--- config.mk ---
export PLATFORM = sky130hd
export DESIGN_NAME = request_executor
export DESIGN_NICKNAME = d
export VERILOG_FILES = /design/src/mb_pkg.sv /design/src/request_executor.sv
export VERILOG_INCLUDE_DIRS = /design/src /design/src/include
export SDC_FILE = /design/constraint.sdc
export NUM_CORES = 1
export LEC_CHECK = 0
export ABC_CLOCK_PERIOD_IN_PS = 33800
export BUFFER_PORTS_ARGS = -buffer_cell sky130_fd_sc_hd__buf_2
export CAP_MARGIN = 20
export CORE_MARGIN = 2
export CORE_UTILIZATION = 40
export CTS_BUF_LIST = sky130_fd_sc_hd__clkbuf_4 sky130_fd_sc_hd__clkbuf_8
export DETAILED_ROUTE_END_ITERATION = 6
export PLACE_DENSITY = 0.69
export RECOVER_POWER = 25
export SETUP_SLACK_MARGIN = 0.15
export SLEW_MARGIN = 10
export SYNTH_ARGS = -nofsm -noshare
export SYNTH_HDL_FRONTEND = slang
export SYNTH_SLANG_ARGS = --single-unit
--- constraint.sdc ---
create_clock -name clk -period 33.8 [get_ports clk]
set_clock_uncertainty 0.1 [all_clocks]
set_input_delay 8.45 -clock clk [delete_from_list [all_inputs] [get_ports clk]]
set_output_delay 8.45 -clock clk [all_outputs]
set_load 0.02 [all_outputs]
--- src/include/mb_macros.svh ---
// Modbus RTU slave sizes and protocol constants
// Shared by the collector, executor, sender and register file

`ifndef MB_MACROS_SVH
`define MB_MACROS_SVH

// Holding register file depth
`define MB_REG_WORDS 64

// Coil image width
`define MB_COILS 32

// Receive and transmit buffer depth in bytes
`define MB_BUF_BYTES 256

// CRC-16 start value and reflected polynomial
`define MB_CRC_INIT 16'hFFFF
`define MB_CRC_POLY 16'hA001

// Shortest frame: address, function and two CRC bytes
`define MB_MIN_FRAME 4

`endif

--- src/mb_pkg.sv ---
// Modbus RTU slave shared types
// Frame bytes, 16-bit fields, buffer indices and supported function codes

`default_nettype none

package mb_pkg;

  // One byte of a frame
  typedef logic [7:0] mb_byte_t;

  // Register value, address or quantity field
  typedef logic [15:0] mb_word_t;

  // Index into a 256-byte frame buffer
  typedef logic [7:0] mb_idx_t;

  // Function codes handled by the slave
  typedef enum logic [7:0] {
    FC_READ_COILS  = 8'h01,
    FC_READ_HOLD   = 8'h03,
    FC_WRITE_COIL  = 8'h05,
    FC_WRITE_REG   = 8'h06,
    FC_WRITE_MULTI = 8'h10
  } mb_func_e;

endpackage

`default_nettype wire

--- src/request_executor.sv ---
// Modbus request executor
// Reads the header of a good frame, performs the register or coil action
// and writes the response body for the sender

`default_nettype none
`timescale 1ns/1ns

`include "mb_macros.svh"

module request_executor (
  input  logic                               clk,
  input  logic                               rst,
  input  logic                               frame_ok,
  input  mb_pkg::mb_idx_t                    frame_len,
  input  mb_pkg::mb_word_t                   cfg_map_base,
  output mb_pkg::mb_idx_t                    rd_idx,
  input  mb_pkg::mb_byte_t                   rd_byte,
  output logic                               reg_re,
  output logic [$clog2(`MB_REG_WORDS)-1:0]   reg_raddr,
  input  mb_pkg::mb_word_t                   reg_rdata,
  output logic                               reg_we,
  output logic [$clog2(`MB_REG_WORDS)-1:0]   reg_waddr,
  output mb_pkg::mb_word_t                   reg_wdata,
  output logic [`MB_COILS-1:0]               do_wdata,
  output logic [`MB_COILS-1:0]               do_wmask,
  output logic                               do_we,
  output logic                               body_we,
  output mb_pkg::mb_idx_t                    body_idx,
  output mb_pkg::mb_byte_t                   body_byte,
  output mb_pkg::mb_idx_t                    body_len,
  output logic                               send_start,
  input  logic                               send_done,
  output logic                               busy
);

  localparam int RA_W = $clog2(`MB_REG_WORDS);
  localparam int CA_W = $clog2(`MB_COILS);

  typedef enum logic [2:0] {
    S_IDLE, S_HDR, S_DISPATCH, S_WMULTI, S_RREGS, S_RCOILS, S_SEND
  } state_t;

  state_t               state;
  mb_pkg::mb_func_e     func;
  mb_pkg::mb_word_t     addr;
  mb_pkg::mb_word_t     qty;
  mb_pkg::mb_word_t     word_cnt;
  mb_pkg::mb_word_t     data_end;
  mb_pkg::mb_word_t     coil_pos;
  mb_pkg::mb_idx_t      rd_ptr;
  mb_pkg::mb_idx_t      got_idx;
  mb_pkg::mb_idx_t      wr_ptr;
  mb_pkg::mb_byte_t     hi_byte;
  mb_pkg::mb_byte_t     coil_byte;
  logic                 fetch;
  logic                 got;
  logic                 len_ok;
  logic [1:0]           phase;
  logic [RA_W-1:0]      base_idx;
  logic [`MB_COILS-1:0] coils;
  logic [`MB_COILS-1:0] coil_bit;

  // Register index wraps modulo the file depth
  assign base_idx = RA_W'(addr - cfg_map_base);
  assign coil_bit = {{(`MB_COILS-1){1'b0}}, 1'b1} << addr[CA_W-1:0];

  // Function 10 carries a byte count, then the data words from byte 7
  assign data_end = 16'd7 + {qty[14:0], 1'b0};
  assign len_ok   = (func == mb_pkg::FC_WRITE_MULTI) ?
                    ({8'h00, frame_len} == data_end + 16'd2) : (frame_len == 8'd8);

  // Frame reads, data returns one cycle later on rd_byte
  assign fetch  = (state == S_HDR && rd_ptr < 8'd6) ||
                  (state == S_WMULTI && {8'h00, rd_ptr} < data_end);
  assign rd_idx = rd_ptr;

  assign reg_re    = (state == S_RREGS) && (phase == 2'd0);
  assign reg_raddr = base_idx + word_cnt[RA_W-1:0];
  assign busy      = (state != S_IDLE);

  // Next response byte of a coil read, LSB is the lowest coil
  always_comb begin
    coil_byte = '0;
    coil_pos  = '0;
    for (int b = 0; b < 8; b++) begin
      coil_pos = addr + word_cnt + 16'(b);
      if (word_cnt + 16'(b) < qty && coil_pos < `MB_COILS) begin
        coil_byte[b] = coils[coil_pos[CA_W-1:0]];
      end
    end
  end

  // ==========================================================================
  // Request FSM
  // ==========================================================================
  always_ff @(posedge clk) begin
    if (rst) begin
      state      <= S_IDLE;
      rd_ptr     <= '0;
      got        <= 1'b0;
      reg_we     <= 1'b0;
      do_we      <= 1'b0;
      body_we    <= 1'b0;
      send_start <= 1'b0;
      coils      <= '0;
    end else begin
      got        <= fetch;
      got_idx    <= rd_ptr;
      reg_we     <= 1'b0;
      do_we      <= 1'b0;
      body_we    <= 1'b0;
      send_start <= 1'b0;
      if (fetch) begin
        rd_ptr <= rd_ptr + 8'd1;
      end
      case (state)
        S_IDLE: begin
          if (frame_ok) begin
            rd_ptr <= '0;
            state  <= S_HDR;
          end
        end
        S_HDR: begin
          // Header bytes 0..5 double as the echo part of the response
          if (got) begin
            body_we   <= 1'b1;
            body_idx  <= got_idx;
            body_byte <= rd_byte;
            case (got_idx)
              8'd1: func <= mb_pkg::mb_func_e'(rd_byte);
              8'd2: addr[15:8] <= rd_byte;
              8'd3: addr[7:0] <= rd_byte;
              8'd4: qty[15:8] <= rd_byte;
              8'd5: begin
                qty[7:0] <= rd_byte;
                state    <= S_DISPATCH;
              end
              default: ;
            endcase
          end
        end
        S_DISPATCH: begin
          // Unknown or malformed requests fall back to idle without a reply
          state    <= S_IDLE;
          word_cnt <= '0;
          phase    <= 2'd0;
          wr_ptr   <= 8'd3;
          if (len_ok) begin
            case (func)
              mb_pkg::FC_READ_COILS: begin
                body_we   <= 1'b1;
                body_idx  <= 8'd2;
                body_byte <= mb_pkg::mb_byte_t'((qty + 16'd7) >> 3);
                if (qty != '0) begin
                  state <= S_RCOILS;
                end
              end
              mb_pkg::FC_READ_HOLD: begin
                body_we   <= 1'b1;
                body_idx  <= 8'd2;
                body_byte <= {qty[6:0], 1'b0};
                if (qty != '0) begin
                  state <= S_RREGS;
                end
              end
              mb_pkg::FC_WRITE_COIL: begin
                do_we    <= 1'b1;
                do_wmask <= coil_bit;
                if (qty == 16'hFF00) begin
                  do_wdata <= coil_bit;
                  coils    <= coils | coil_bit;
                end else begin
                  do_wdata <= '0;
                  coils    <= coils & ~coil_bit;
                end
                body_len   <= 8'd6;
                send_start <= 1'b1;
                state      <= S_SEND;
              end
              mb_pkg::FC_WRITE_REG: begin
                reg_we     <= 1'b1;
                reg_waddr  <= base_idx;
                reg_wdata  <= qty;
                body_len   <= 8'd6;
                send_start <= 1'b1;
                state      <= S_SEND;
              end
              mb_pkg::FC_WRITE_MULTI: begin
                rd_ptr <= 8'd7;
                state  <= S_WMULTI;
              end
              default: ;
            endcase
          end
        end
        S_WMULTI: begin
          // Odd offsets carry the high byte of each word
          if (got) begin
            if (got_idx[0]) begin
              hi_byte <= rd_byte;
            end else begin
              reg_we    <= 1'b1;
              reg_waddr <= base_idx + word_cnt[RA_W-1:0];
              reg_wdata <= {hi_byte, rd_byte};
              word_cnt  <= word_cnt + 16'd1;
            end
          end
          if (word_cnt == qty) begin
            body_len   <= 8'd6;
            send_start <= 1'b1;
            state      <= S_SEND;
          end
        end
        S_RREGS: begin
          // Read strobe, then high byte, then low byte of each word
          case (phase)
            2'd0: phase <= 2'd1;
            2'd1: begin
              body_we   <= 1'b1;
              body_idx  <= wr_ptr;
              body_byte <= reg_rdata[15:8];
              wr_ptr    <= wr_ptr + 8'd1;
              phase     <= 2'd2;
            end
            default: begin
              body_we   <= 1'b1;
              body_idx  <= wr_ptr;
              body_byte <= reg_rdata[7:0];
              wr_ptr    <= wr_ptr + 8'd1;
              phase     <= 2'd0;
              word_cnt  <= word_cnt + 16'd1;
              if (word_cnt + 16'd1 == qty) begin
                body_len   <= wr_ptr + 8'd1;
                send_start <= 1'b1;
                state      <= S_SEND;
              end
            end
          endcase
        end
        S_RCOILS: begin
          // word_cnt counts coils here, eight per body byte
          body_we   <= 1'b1;
          body_idx  <= wr_ptr;
          body_byte <= coil_byte;
          wr_ptr    <= wr_ptr + 8'd1;
          word_cnt  <= word_cnt + 16'd8;
          if (word_cnt + 16'd8 >= qty) begin
            body_len   <= wr_ptr + 8'd1;
            send_start <= 1'b1;
            state      <= S_SEND;
          end
        end
        default: begin
          if (send_done) begin
            state <= S_IDLE;
          end
        end
      endcase
    end
  end

endmodule

`default_nettype wire

* Word level (Yosys, flattened, before mapping)
Cells that the tools add are included.
Storage, ports and cells: bits in writable memories 0, logic and storage cells 257, bits in latches 0, input port bits 52, bits in read-only memories 0, memories kept 0, flip-flop bits (word level) 240, output and inout bits 130
Operators by class: multiply operators 0, mux-type cells 97, divide/modulo/power cells 0, bitwise logic cells 6, eq/ne operators 36, add/sub/neg operators 23, $lt $le $gt $ge 27, reduce and logical (&&, ||, !) cells 42, shift-type cells 1
Operators with widths (number):
- $mux W8 | 17
- $add A16 B3 Y16 const B | 8
- $lt A16 B16 Y1 | 8
- $lt A16 B6 Y1 const B | 8
- $mux W16 | 7
- $pmux W8 S4 | 3
- $add A16 B2 Y16 const B | 5
- $pmux W16 S4 | 1
- $lt A5 B6 Y1 const B | 8
- $pmux W8 S2 | 3
- $bmux W1 S5 | 8
- $mux W3 | 11
- $add A16 B1 Y16 const B | 2
- $and A32 B32 Y32 | 1
- $eq A16 B16 Y1 | 2
- $eq A8 B3 Y1 const B | 4
- $mux W1 | 32
- $mux W32 | 1
- $not A32 Y32 | 1
- $or A32 B32 Y32 | 1
- $pmux W16 S2 | 1
- $shl A1 B5 Y32 const A | 1
- $reduce_and A4 Y1 | 7
- $eq A8 B2 Y1 const B | 3
- other kinds (47) | 89

* Depth between registers and ports, before layout
Gate-level depths: netlist of run 1.
depth after elaboration 8, depth in mapped cells 17, gate-level depth less buffers 16

* Worst setup path after synthesis of run 1
No wires, ideal clock.
kind input-to-output, from in cfg_map_base[0], to out reg_raddr[5], arrival time 10535 ps, stages 10, setup slack 14715 ps, path through ha_1 -> inv_1 -> fa_1 -> ha_1 -> a21o_1 -> a21oi_1 -> o21bai_1 -> a21oi_1 -> xnor2_1 -> xnor2_1
Between the ends: word-level cells in the longest chain between the ends 2
RTL lines:
- from (decl) | line request_executor.sv:15 | input mb_pkg::mb_word_t cfg_map_base,
- $sub A6 B6 Y6 | line request_executor.sv:64 | assign base_idx = RA_W'(addr - cfg_map_base);
- $add A6 B6 Y6 | line request_executor.sv:78 | assign reg_raddr = base_idx + word_cnt[RA_W-1:0];
- to (decl) | line request_executor.sv:19 | output logic [$clog2(`MB_REG_WORDS)-1:0] reg_raddr,
Every way passes these cells.

* Worst setup path after layout of run 1
Same ends and word-level chain as after synthesis.

==> results of run 1 <==
layout by cell type (no fill, tap or decap), types with 13 or more instances in the layout:
cell type	n
sky130_fd_sc_hd__mux2i_1	58
sky130_fd_sc_hd__edfxtp_1	192
sky130_fd_sc_hd__nor4_1	24
sky130_fd_sc_hd__o21ai_0	70
sky130_fd_sc_hd__nand2b_1	21
sky130_fd_sc_hd__mux2_2	13
sky130_fd_sc_hd__dfxtp_1	48
sky130_fd_sc_hd__inv_1	87
sky130_fd_sc_hd__nor2b_1	24
sky130_fd_sc_hd__o211ai_1	18
sky130_fd_sc_hd__a21oi_1	89
sky130_fd_sc_hd__a31oi_1	20
sky130_fd_sc_hd__a211oi_1	23
sky130_fd_sc_hd__mux4_2	34
sky130_fd_sc_hd__clkbuf_8	44
sky130_fd_sc_hd__o21a_1	20
sky130_fd_sc_hd__nor2_1	187
sky130_fd_sc_hd__buf_2	166
sky130_fd_sc_hd__and3_1	18
sky130_fd_sc_hd__or3_1	14
sky130_fd_sc_hd__buf_4	35
sky130_fd_sc_hd__a21o_1	46
sky130_fd_sc_hd__nand3_1	50
sky130_fd_sc_hd__ha_1	184
sky130_fd_sc_hd__nand2_1	202
sky130_fd_sc_hd__nor3_1	86
sky130_fd_sc_hd__xor2_1	74
sky130_fd_sc_hd__xnor2_1	120
sky130_fd_sc_hd__nand4_1	72
area by class of cell:
class,instances,area (µm²)
inverters,92,348
clock inverters,23,205
flip-flops and latches,240,6730
clock buffers,55,688
fillers,4658,26700
repair buffers,214,1180
well taps,664,831
multi-input cells,1664,12300
path summary, 6_finish.rpt:
check / slack (ns) / from / to / cells past startpoint
max reg2reg: 26.21 / word_cnt[3] / body_byte[1] / 17
min reg2reg: 0.39 / flip-flop / flip-flop / 2
max: 14.49 / cfg_map_base[0] / reg_raddr[5] / 12
min: 0.39 / flip-flop / flip-flop / 2
critical path, cell delays in order:
cell                       delay, ns
sky130_fd_sc_hd__buf_2          0.10
sky130_fd_sc_hd__ha_1           0.18
sky130_fd_sc_hd__inv_1          0.09
sky130_fd_sc_hd__fa_1           0.47
sky130_fd_sc_hd__ha_1           0.29
sky130_fd_sc_hd__a21o_1         0.15
sky130_fd_sc_hd__a21oi_1        0.21
sky130_fd_sc_hd__o21bai_1       0.09
sky130_fd_sc_hd__a21oi_1        0.17
sky130_fd_sc_hd__xnor2_1        0.19
sky130_fd_sc_hd__xnor2_1        0.17
sky130_fd_sc_hd__buf_2          0.20
power groups by stage:
stage	Clock (µW)	Combinational [µW]	Sequential (µW)
2_1_floorplan	0	57.5	328
3_3_place_gp	0	83.9	328
3_5_place_dp	0	85.3	328
4_1_cts	292	85.8	322
5_1_grt	304	94.2	322
6_report	288	87.2	322
cells by family (layout without fill, tap and decap cells):
group | Yosys count | count (layout) | synth area share, %
flops | 240 | 240 | 34.0
fa+ha+maj | 188 | 188 | 12.0
mux | 105 | 105 | 7.54
xor+xnor | 203 | 203 | 9.61
compound gates | 399 | 399 | 13.7
buf+inv | 210 | 384 | 4.12
simple gates | 769 | 769 | 19.1
layer usage:
layer | up-vias | track usage, % | routed length (µm)
met5 | - | 0 | 0
met4 | 0 | 9.89 | 2650
met3 | 174 | 5.30 | 6660
met2 | 953 | 41.9 | 30500
met1 | 8742 | 34.4 | 27600
li1 | 8091 | - | -
metrics by stage:
step,setup WS [ns],instances,hold slack [ns],util [%],total power [µW]
floorplan,14.72,2114,0.355,-,386
global placement,14.49,2871,0.371,43.7,412
detailed placement,14.50,2871,0.382,43.7,414
CTS,14.49,2949,0.390,45.5,700
global route,14.31,2952,0.414,45.5,720
finish,14.49,2952,0.389,45.5,698
==> results_tabular.tex, run 1 <==
\begin{tabular}{lr}
\hline
Metric & Value \\
\hline
\multicolumn{2}{l}{\textbf{Clock network}} \\
TritonCTS Sinks & between 200 and 250 \\
Quantity of gates resized following cts & 0 \\
Insertion delay to the later sink of the worst-skew pair & 0.62 ns \\
Deepest level of the CTS H-tree & 2 \\
Clock-pin slew on the worst setup and hold paths & approximately 0.06 ns \\
Number of CTS-inserted buffers & 42 \\
Post-CTS setup buffer count & 0 \\
Maximum buffer depth of the clock tree & 3 \\
Clock Tree Root & sky130\_fd\_sc\_hd\_\_clkbuf\_8 \\
Hold bufs inserted after CTS & 0 \\
Clock tree from TritonCTS & yes \\
\multicolumn{2}{l}{\textbf{Power and ir drop}} \\
Power Density & approximately 31 nW/µm² \\
Clk pwr share & 41.3\% \\
Largest vdd supply drop & 0.0000364 V \\
Sw power & 189 µW \\
Part of the power in combinational logic & between 10\% and 20\% \\
Internal power & slightly above 500 µW \\
Sequential power share & between 40 and 50\% \\
Share of total power consumed by net switching & 27.1\% \\
Pleak & just over 0.009 µW \\
\multicolumn{2}{l}{\textbf{Logic synthesis}} \\
Mapped Nets & between 2000 and 2500 \\
Top FF cell, synth & sky130\_fd\_sc\_hd\_\_edfxtp\_1 \\
Synthesized cell area & about 20000 µm² \\
Post-synth cell types & between 90 and 100 \\
Post-synthesis sequential element count & 240 \\
Count of warnings emitted by yosys & 0 \\
Synthesized netlist cell count & about 2100 \\
Ys async rst share & 0\% \\
Number of synthesized flops with an enable pin & $\sim$190 \\
Most instantiated cells after synthesis & sky130\_fd\_sc\_hd\_\_nand2\_1, sky130\_fd\_sc\_hd\_\_edfxtp\_1, sky130\_fd\_sc\_hd\_\_nor2\_1 \\
Ranking of synthesized cells by area & sky130\_fd\_sc\_hd\_\_edfxtp\_1, sky130\_fd\_sc\_hd\_\_ha\_1, sky130\_fd\_sc\_hd\_\_xnor2\_1 \\
Per-instance average area after synthesis & about 9.4 µm² \\
Part of the Yosys area used for sequential elements & approximately a third \\
Share of the synthesized area in the top cell type & $\sim$29\% \\
Dominant cell by count in the synthesized netlist & sky130\_fd\_sc\_hd\_\_nand2\_1 \\
Post-synthesis cell type with the largest combined area & sky130\_fd\_sc\_hd\_\_edfxtp\_1 \\
\multicolumn{2}{l}{\textbf{Placement}} \\
Count of port buffers added during placement & between 150 and 200 \\
HPWL Detailed & between 40000 and 50000 µm \\
Post-DP Area & roughly 21000 µm² \\
RD Place Congestion & $\sim$0.96 \\
\multicolumn{2}{l}{\textbf{Die}} \\
Row count & 81 \\
Placeable core area & approximately 49000 µm² \\
Initial cell density of the core & slightly above 40\% \\
Die outline area & between 50000 and 60000 µm² \\
Count of pins on the block boundary & roughly 180 \\
Die width & 226 µm \\
Die H & roughly 230 µm \\
\multicolumn{2}{l}{\textbf{Min path}} \\
Path class of the lowest-slack min-delay path & flip-flop to flip-flop \\
\multicolumn{2}{l}{\textbf{Run status}} \\
Failing checks & capacitance limit, slew limit \\
Result of the run & finished, violations left \\
\multicolumn{2}{l}{\textbf{Worst setup path}} \\
Type of destination of the critical path & primary output \\
Maximum fanout encountered on the critical timing path & 3 \\
Startpoint Class & input port \\
Critical path arrival & approximately 11 ns \\
Worst path required time & 25.25 ns \\
Startpoint-to-endpoint class of the critical path & input port to primary output \\
\multicolumn{2}{l}{\textbf{Timing}} \\
FMAX & 0.0518 GHz \\
Number of pins exceeding their max-slew limit in the final report & $\sim$120 \\
Aggregate negative setup slack & 0 ns \\
Time the worst path needs with I/O delays and setup & between 15 and 20 ns \\
Setup repair after global routing missed its margin & false \\
Actual transition at the worst max-transition pin & 2.49 ns \\
Final critical-path share of the clock period & 57.1\% \\
Max\_slew headroom & -66.0\% \\
Setup-failing EPs final & 0 \\
Number of hold violations in the final report & 0 \\
\multicolumn{2}{l}{\textbf{Final layout}} \\
Diodes inserted & 0 \\
Share of layout cells above drive strength 1 & roughly 16\% \\
Final design area excluding fillers & about 22000 µm² \\
Signed area change from the synthesized netlist to the final layout & 12.5\% \\
Post-layout net count & 2494 \\
\multicolumn{2}{l}{\textbf{Routing}} \\
DRT Wirelength & $\sim$67000 µm \\
Drt via density & approximately 6.1 \\
Number of routed nets with antenna violations & 0 \\
DRC violations left & 0 \\
Via total after detailed routing & $\sim$18000 \\
Count of routing violations after the opening detailed-route iteration & $\sim$1800 \\
Wirelength per Cell & 22.8 µm \\
First drt pass iteration count & 6 \\
\multicolumn{2}{l}{\textbf{GRT}} \\
Total routing usage reported by global routing & a little over a quarter \\
Vias in the first global route & 17388 \\
Overflow left after global routing & 0 \\
Number of antenna violations at the first check in global routing & 0 \\
Maximum number of pins on one net before global-route repair & 65 \\
Global-route wire length before repair & around 100000 µm \\
\multicolumn{2}{l}{\textbf{Job}} \\
Max-cap violation count & 3 \\
\hline
\end{tabular}
No activity file was read; power rests on OpenSTA's default activity.
==> run 2, diff against run 1 <==
ABC_AREA = 1   (was not set)
ABC_CLOCK_PERIOD_IN_PS = 19600   (was 33800)
clock period = 19.6 ns   (was 33.8 ns; I/O delays follow)
==> run 2 against run 1 <==
  * The run still ends with capacitance limit, slew limit left
  * Sequential power up 84%
  * Register-to-register slack worse by 12 ns
  * First-iteration DRC count down 0.61%
  * Die area up 1.7%
  * Setup slack worse by 7.5 ns
  * Utilization down 0.68 points
  * Cell area up 0.54%
  * Via count up 9.1%
  * Critical path depth up 2
  * Largest cell class unchanged
  * Largest power group unchanged
  * Highest routed layer is now met5
==> results_tabular.tex, run 2 <==
\begin{tabular}{lr}
\hline
Metric & Value \\
\hline
\multicolumn{2}{l}{\textbf{Job}} \\
Max-cap violation count & 3 (unchanged) \\
\multicolumn{2}{l}{\textbf{Run status}} \\
Failing checks & capacitance limit, slew limit (unchanged) \\
Result of the run & finished, violations left (unchanged) \\
\multicolumn{2}{l}{\textbf{Clock network}} \\
Clock-pin slew on the worst setup and hold paths & 0.07 ns (was 0.06 ns) \\
Post-CTS setup buffer count & 0 (unchanged) \\
TritonCTS Sinks & 240 (unchanged) \\
Maximum buffer depth of the clock tree & 3 (unchanged) \\
Hold bufs inserted after CTS & 0 (unchanged) \\
Number of CTS-inserted buffers & 36 (was 42) \\
Clock Tree Root & sky130\_fd\_sc\_hd\_\_clkbuf\_8 (unchanged) \\
Insertion delay to the later sink of the worst-skew pair & 0.56 ns (was 0.62 ns) \\
Clock tree from TritonCTS & yes (unchanged) \\
Quantity of gates resized following cts & 0 (unchanged) \\
Deepest level of the CTS H-tree & 2 (unchanged) \\
\multicolumn{2}{l}{\textbf{Worst setup path}} \\
Startpoint-to-endpoint class of the critical path & input port to primary output (unchanged) \\
Type of destination of the critical path & primary output (unchanged) \\
Worst path required time & 14.60 ns (was 25.25 ns) \\
Maximum fanout encountered on the critical timing path & 4 (was 3) \\
Critical path arrival & 7.60 ns (was 10.76 ns) \\
Startpoint Class & input port (unchanged) \\
Register-to-register setup slack & 14.01 ns (was 26.21 ns) \\
\multicolumn{2}{l}{\textbf{Logic synthesis}} \\
Count of warnings emitted by yosys & 0 (unchanged) \\
Post-synthesis sequential element count & 240 (unchanged) \\
Mapped Nets & 3030 (was 2354) \\
Top FF cell, synth & sky130\_fd\_sc\_hd\_\_edfxtp\_1 (unchanged) \\
Most instantiated cells after synthesis & sky130\_fd\_sc\_hd\_\_nand2\_1, sky130\_fd\_sc\_hd\_\_nor2\_1, sky130\_fd\_sc\_hd\_\_inv\_1 (was sky130\_fd\_sc\_hd\_\_nand2\_1, sky130\_fd\_sc\_hd\_\_edfxtp\_1, sky130\_fd\_sc\_hd\_\_nor2\_1) \\
Synthesized netlist cell count & 2790 (was 2114) \\
Synthesized cell area & 20100 µm² (was 19800 µm²) \\
Post-synth cell types & 51 (was 92) \\
Dominant cell by count in the synthesized netlist & sky130\_fd\_sc\_hd\_\_nand2\_1 (unchanged) \\
Ranking of synthesized cells by area & sky130\_fd\_sc\_hd\_\_edfxtp\_1, sky130\_fd\_sc\_hd\_\_nand2\_1, sky130\_fd\_sc\_hd\_\_ha\_1 (was sky130\_fd\_sc\_hd\_\_edfxtp\_1, sky130\_fd\_sc\_hd\_\_ha\_1, sky130\_fd\_sc\_hd\_\_xnor2\_1) \\
Part of the Yosys area used for sequential elements & 33.4\% (was 34.0\%) \\
Post-synthesis cell type with the largest combined area & sky130\_fd\_sc\_hd\_\_edfxtp\_1 (unchanged) \\
Number of synthesized flops with an enable pin & 192 (unchanged) \\
Ys async rst share & 0\% (unchanged) \\
Per-instance average area after synthesis & 7.22 µm² (was 9.37 µm²) \\
Share of the synthesized area in the top cell type & 28.6\% (was 29.1\%) \\
\multicolumn{2}{l}{\textbf{Die}} \\
Die outline area & 52200 µm² (was 51300 µm²) \\
Placeable core area & 50000 µm² (was 49000 µm²) \\
Initial cell density of the core & 40.3\% (was 40.4\%) \\
Die H & 228 µm (was 226 µm) \\
Row count & 82 (was 81) \\
Die width & 228 µm (was 226 µm) \\
Count of pins on the block boundary & 182 (unchanged) \\
\multicolumn{2}{l}{\textbf{Timing}} \\
Setup-failing EPs final & 0 (unchanged) \\
Max\_slew headroom & -110\% (was -66.0\%) \\
Worst hold slack across all endpoints & 0.386 ns (was 0.389 ns) \\
FMAX & 0.0794 GHz \\
Setup repair after global routing missed its margin & false (unchanged) \\
Number of hold violations in the final report & 0 (unchanged) \\
Number of pins exceeding their max-slew limit in the final report & 147 (was 116) \\
Time the worst path needs with I/O delays and setup & 12.60 ns \\
Final critical-path share of the clock period & 64.3\% \\
Aggregate negative setup slack & 0 ns (unchanged) \\
Actual transition at the worst max-transition pin & 3.16 ns (was 2.49 ns) \\
\multicolumn{2}{l}{\textbf{Final layout}} \\
Share of layout cells above drive strength 1 & 10.4\% (was 15.7\%) \\
Post-layout net count & 3185 (was 2494) \\
Most common cell after layout, fill and taps aside & sky130\_fd\_sc\_hd\_\_nand2\_1 (unchanged) \\
Most used cells in the layout excluding fill and tap cells & sky130\_fd\_sc\_hd\_\_nand2\_1, sky130\_fd\_sc\_hd\_\_nor2\_1, sky130\_fd\_sc\_hd\_\_inv\_1 (was sky130\_fd\_sc\_hd\_\_nand2\_1, sky130\_fd\_sc\_hd\_\_edfxtp\_1, sky130\_fd\_sc\_hd\_\_nor2\_1) \\
Signed area change from the synthesized netlist to the final layout & 11.2\% (was 12.5\%) \\
Final design area excluding fillers & 22400 µm² (was 22300 µm²) \\
Post-route non-filler standard cell count & 3642 (was 2952) \\
\multicolumn{2}{l}{\textbf{GRT}} \\
Number of antenna violations at the first check in global routing & 3 (was 0) \\
Overflow left after global routing & 0 (unchanged) \\
Global-route wire length before repair & 99300 µm (was 102000 µm) \\
Maximum number of pins on one net before global-route repair & 65 (unchanged) \\
Total routing usage reported by global routing & 23.9\% (was 26.0\%) \\
Vias in the first global route & 18051 (was 17388) \\
\multicolumn{2}{l}{\textbf{Power and ir drop}} \\
Sequential power share & 41.2\% (was 46.2\%) \\
Largest vdd supply drop & 0.0000520 V (was 0.0000364 V) \\
Clk pwr share & 30.9\% (was 41.3\%) \\
Pleak & 0.00982 µW (was 0.00912 µW) \\
Part of the power in combinational logic & 27.9\% (was 12.5\%) \\
Internal power & 937 µW (was 509 µW) \\
Sw power & 497 µW (was 189 µW) \\
Share of total power consumed by net switching & 34.7\% (was 27.1\%) \\
Power Density & 64.0 nW/µm² (was 31.3 nW/µm²) \\
\multicolumn{2}{l}{\textbf{Routing}} \\
DRC violations left & 0 (unchanged) \\
Number of routed nets with antenna violations & 0 (unchanged) \\
Via total after detailed routing & 19598 (was 17960) \\
Count of routing violations after the opening detailed-route iteration & 1794 (was 1805) \\
Drt via density & 5.38 (was 6.08) \\
Wirelength per Cell & 17.5 µm (was 22.8 µm) \\
DRT Wirelength & 63600 µm (was 67400 µm) \\
First drt pass iteration count & 6 (unchanged) \\
\multicolumn{2}{l}{\textbf{Placement}} \\
Count of placed standard cells including taps & 3576 (was 2871) \\
HPWL Detailed & 48700 µm (was 49800 µm) \\
Post-DP Area & 21700 µm² (was 21400 µm²) \\
RD Place Congestion & 0.981 (was 0.956) \\
Count of port buffers added during placement & 171 (unchanged) \\
\multicolumn{2}{l}{\textbf{Min path}} \\
Path class of the lowest-slack min-delay path & flip-flop to flip-flop (unchanged) \\
\hline
\end{tabular}
==> run 2: changes by cell type after synthesis, sizes merged, moves of 92 or more <==
cell / change
nand2: +534
inv: +203
nand3: +202
o21ai: +92
xnor2: -116
a21oi: +101
nor2: +115
==> run 2: power groups by stage <==
| stage | sequential, µW | combinational (µW) | clock [µW] |
|---|---|---|---|
| 5_1_grt | 593 | 449 | 468 |
| 6_report | 592 | 400 | 443 |
| 2_1_floorplan | 611 | 266 | 0 |
| 3_3_place_gp | 602 | 389 | 0 |
| 4_1_cts | 591 | 395 | 446 |
| 3_5_place_dp | 602 | 393 | 0 |
==> run 2: cell type report <==
cell class | count | area [µm²]
inverter | 302 | 1130
timing repair buffer | 195 | 1010
sequential | 240 | 6730
antenna | 1 | 2.50
clock inverter | 9 | 95.1
multi-input combinational | 2170 | 11900
tap | 672 | 841
fill | 5078 | 27600
clock buffer | 53 | 661
==> run 2: path summary, 6_finish.rpt <==
kind / startpoint / endpoint / cells past startpoint
setup / recovery: cfg_map_base[2] / reg_raddr[5] / 14
hold / removal: flip-flop / flip-flop / 2
setup reg to reg: word_cnt[1] / body_byte[5] / 19
hold reg to reg: flip-flop / flip-flop / 2
==> run 2: logic make-up (layout without fill, tap and decap cells) <==
logic type	count (synthesis)	after routing	share of synthesized area, %
adders and majority gates	188	188	11.8
other	0	1	0
and+or+nand+nor	1444	1444	30.9
muxes	4	4	0.199
buffers and inverters	380	559	7.50
xor gates and xnor gates	119	119	5.17
AOI/OAI and AO/OA	415	415	11.1
DFF	240	240	33.4
==> run 2: critical path, cell delays in order <==
cell                      delay (ns)
sky130_fd_sc_hd__buf_2          0.12
sky130_fd_sc_hd__inv_1          0.05
sky130_fd_sc_hd__ha_1           0.35
sky130_fd_sc_hd__a21oi_1        0.15
sky130_fd_sc_hd__and2_1         0.16
sky130_fd_sc_hd__xor2_1         0.21
sky130_fd_sc_hd__inv_1          0.07
sky130_fd_sc_hd__ha_1           0.33
sky130_fd_sc_hd__a21oi_1        0.17
sky130_fd_sc_hd__nor2_1         0.05
sky130_fd_sc_hd__nor2_1         0.15
sky130_fd_sc_hd__xor2_1         0.19
sky130_fd_sc_hd__xor2_1         0.43
sky130_fd_sc_hd__buf_2          0.26
==> run 2: through the flow <==
stage	total power (µW)	setup slack, ns	util [%]
after floorplan	877	7.57	-
after global placement	991	7.02	43.3
after detailed placement	994	7.00	43.3
after CTS	1430	7.00	44.8
after global routing	1510	6.73	44.8
final	1430	7.00	44.8
==> run 2: metal layers <==
metal | vias to the layer above | share of wire, % | track usage (%)
li1 | 9683 | - | -
met1 | 8903 | 43 | 31.9
met2 | 869 | 45 | 38.9
met3 | 139 | 9.1 | 4.45
met4 | 4 | 3.0 | 7.70
met5 | - | 0.031 | 0
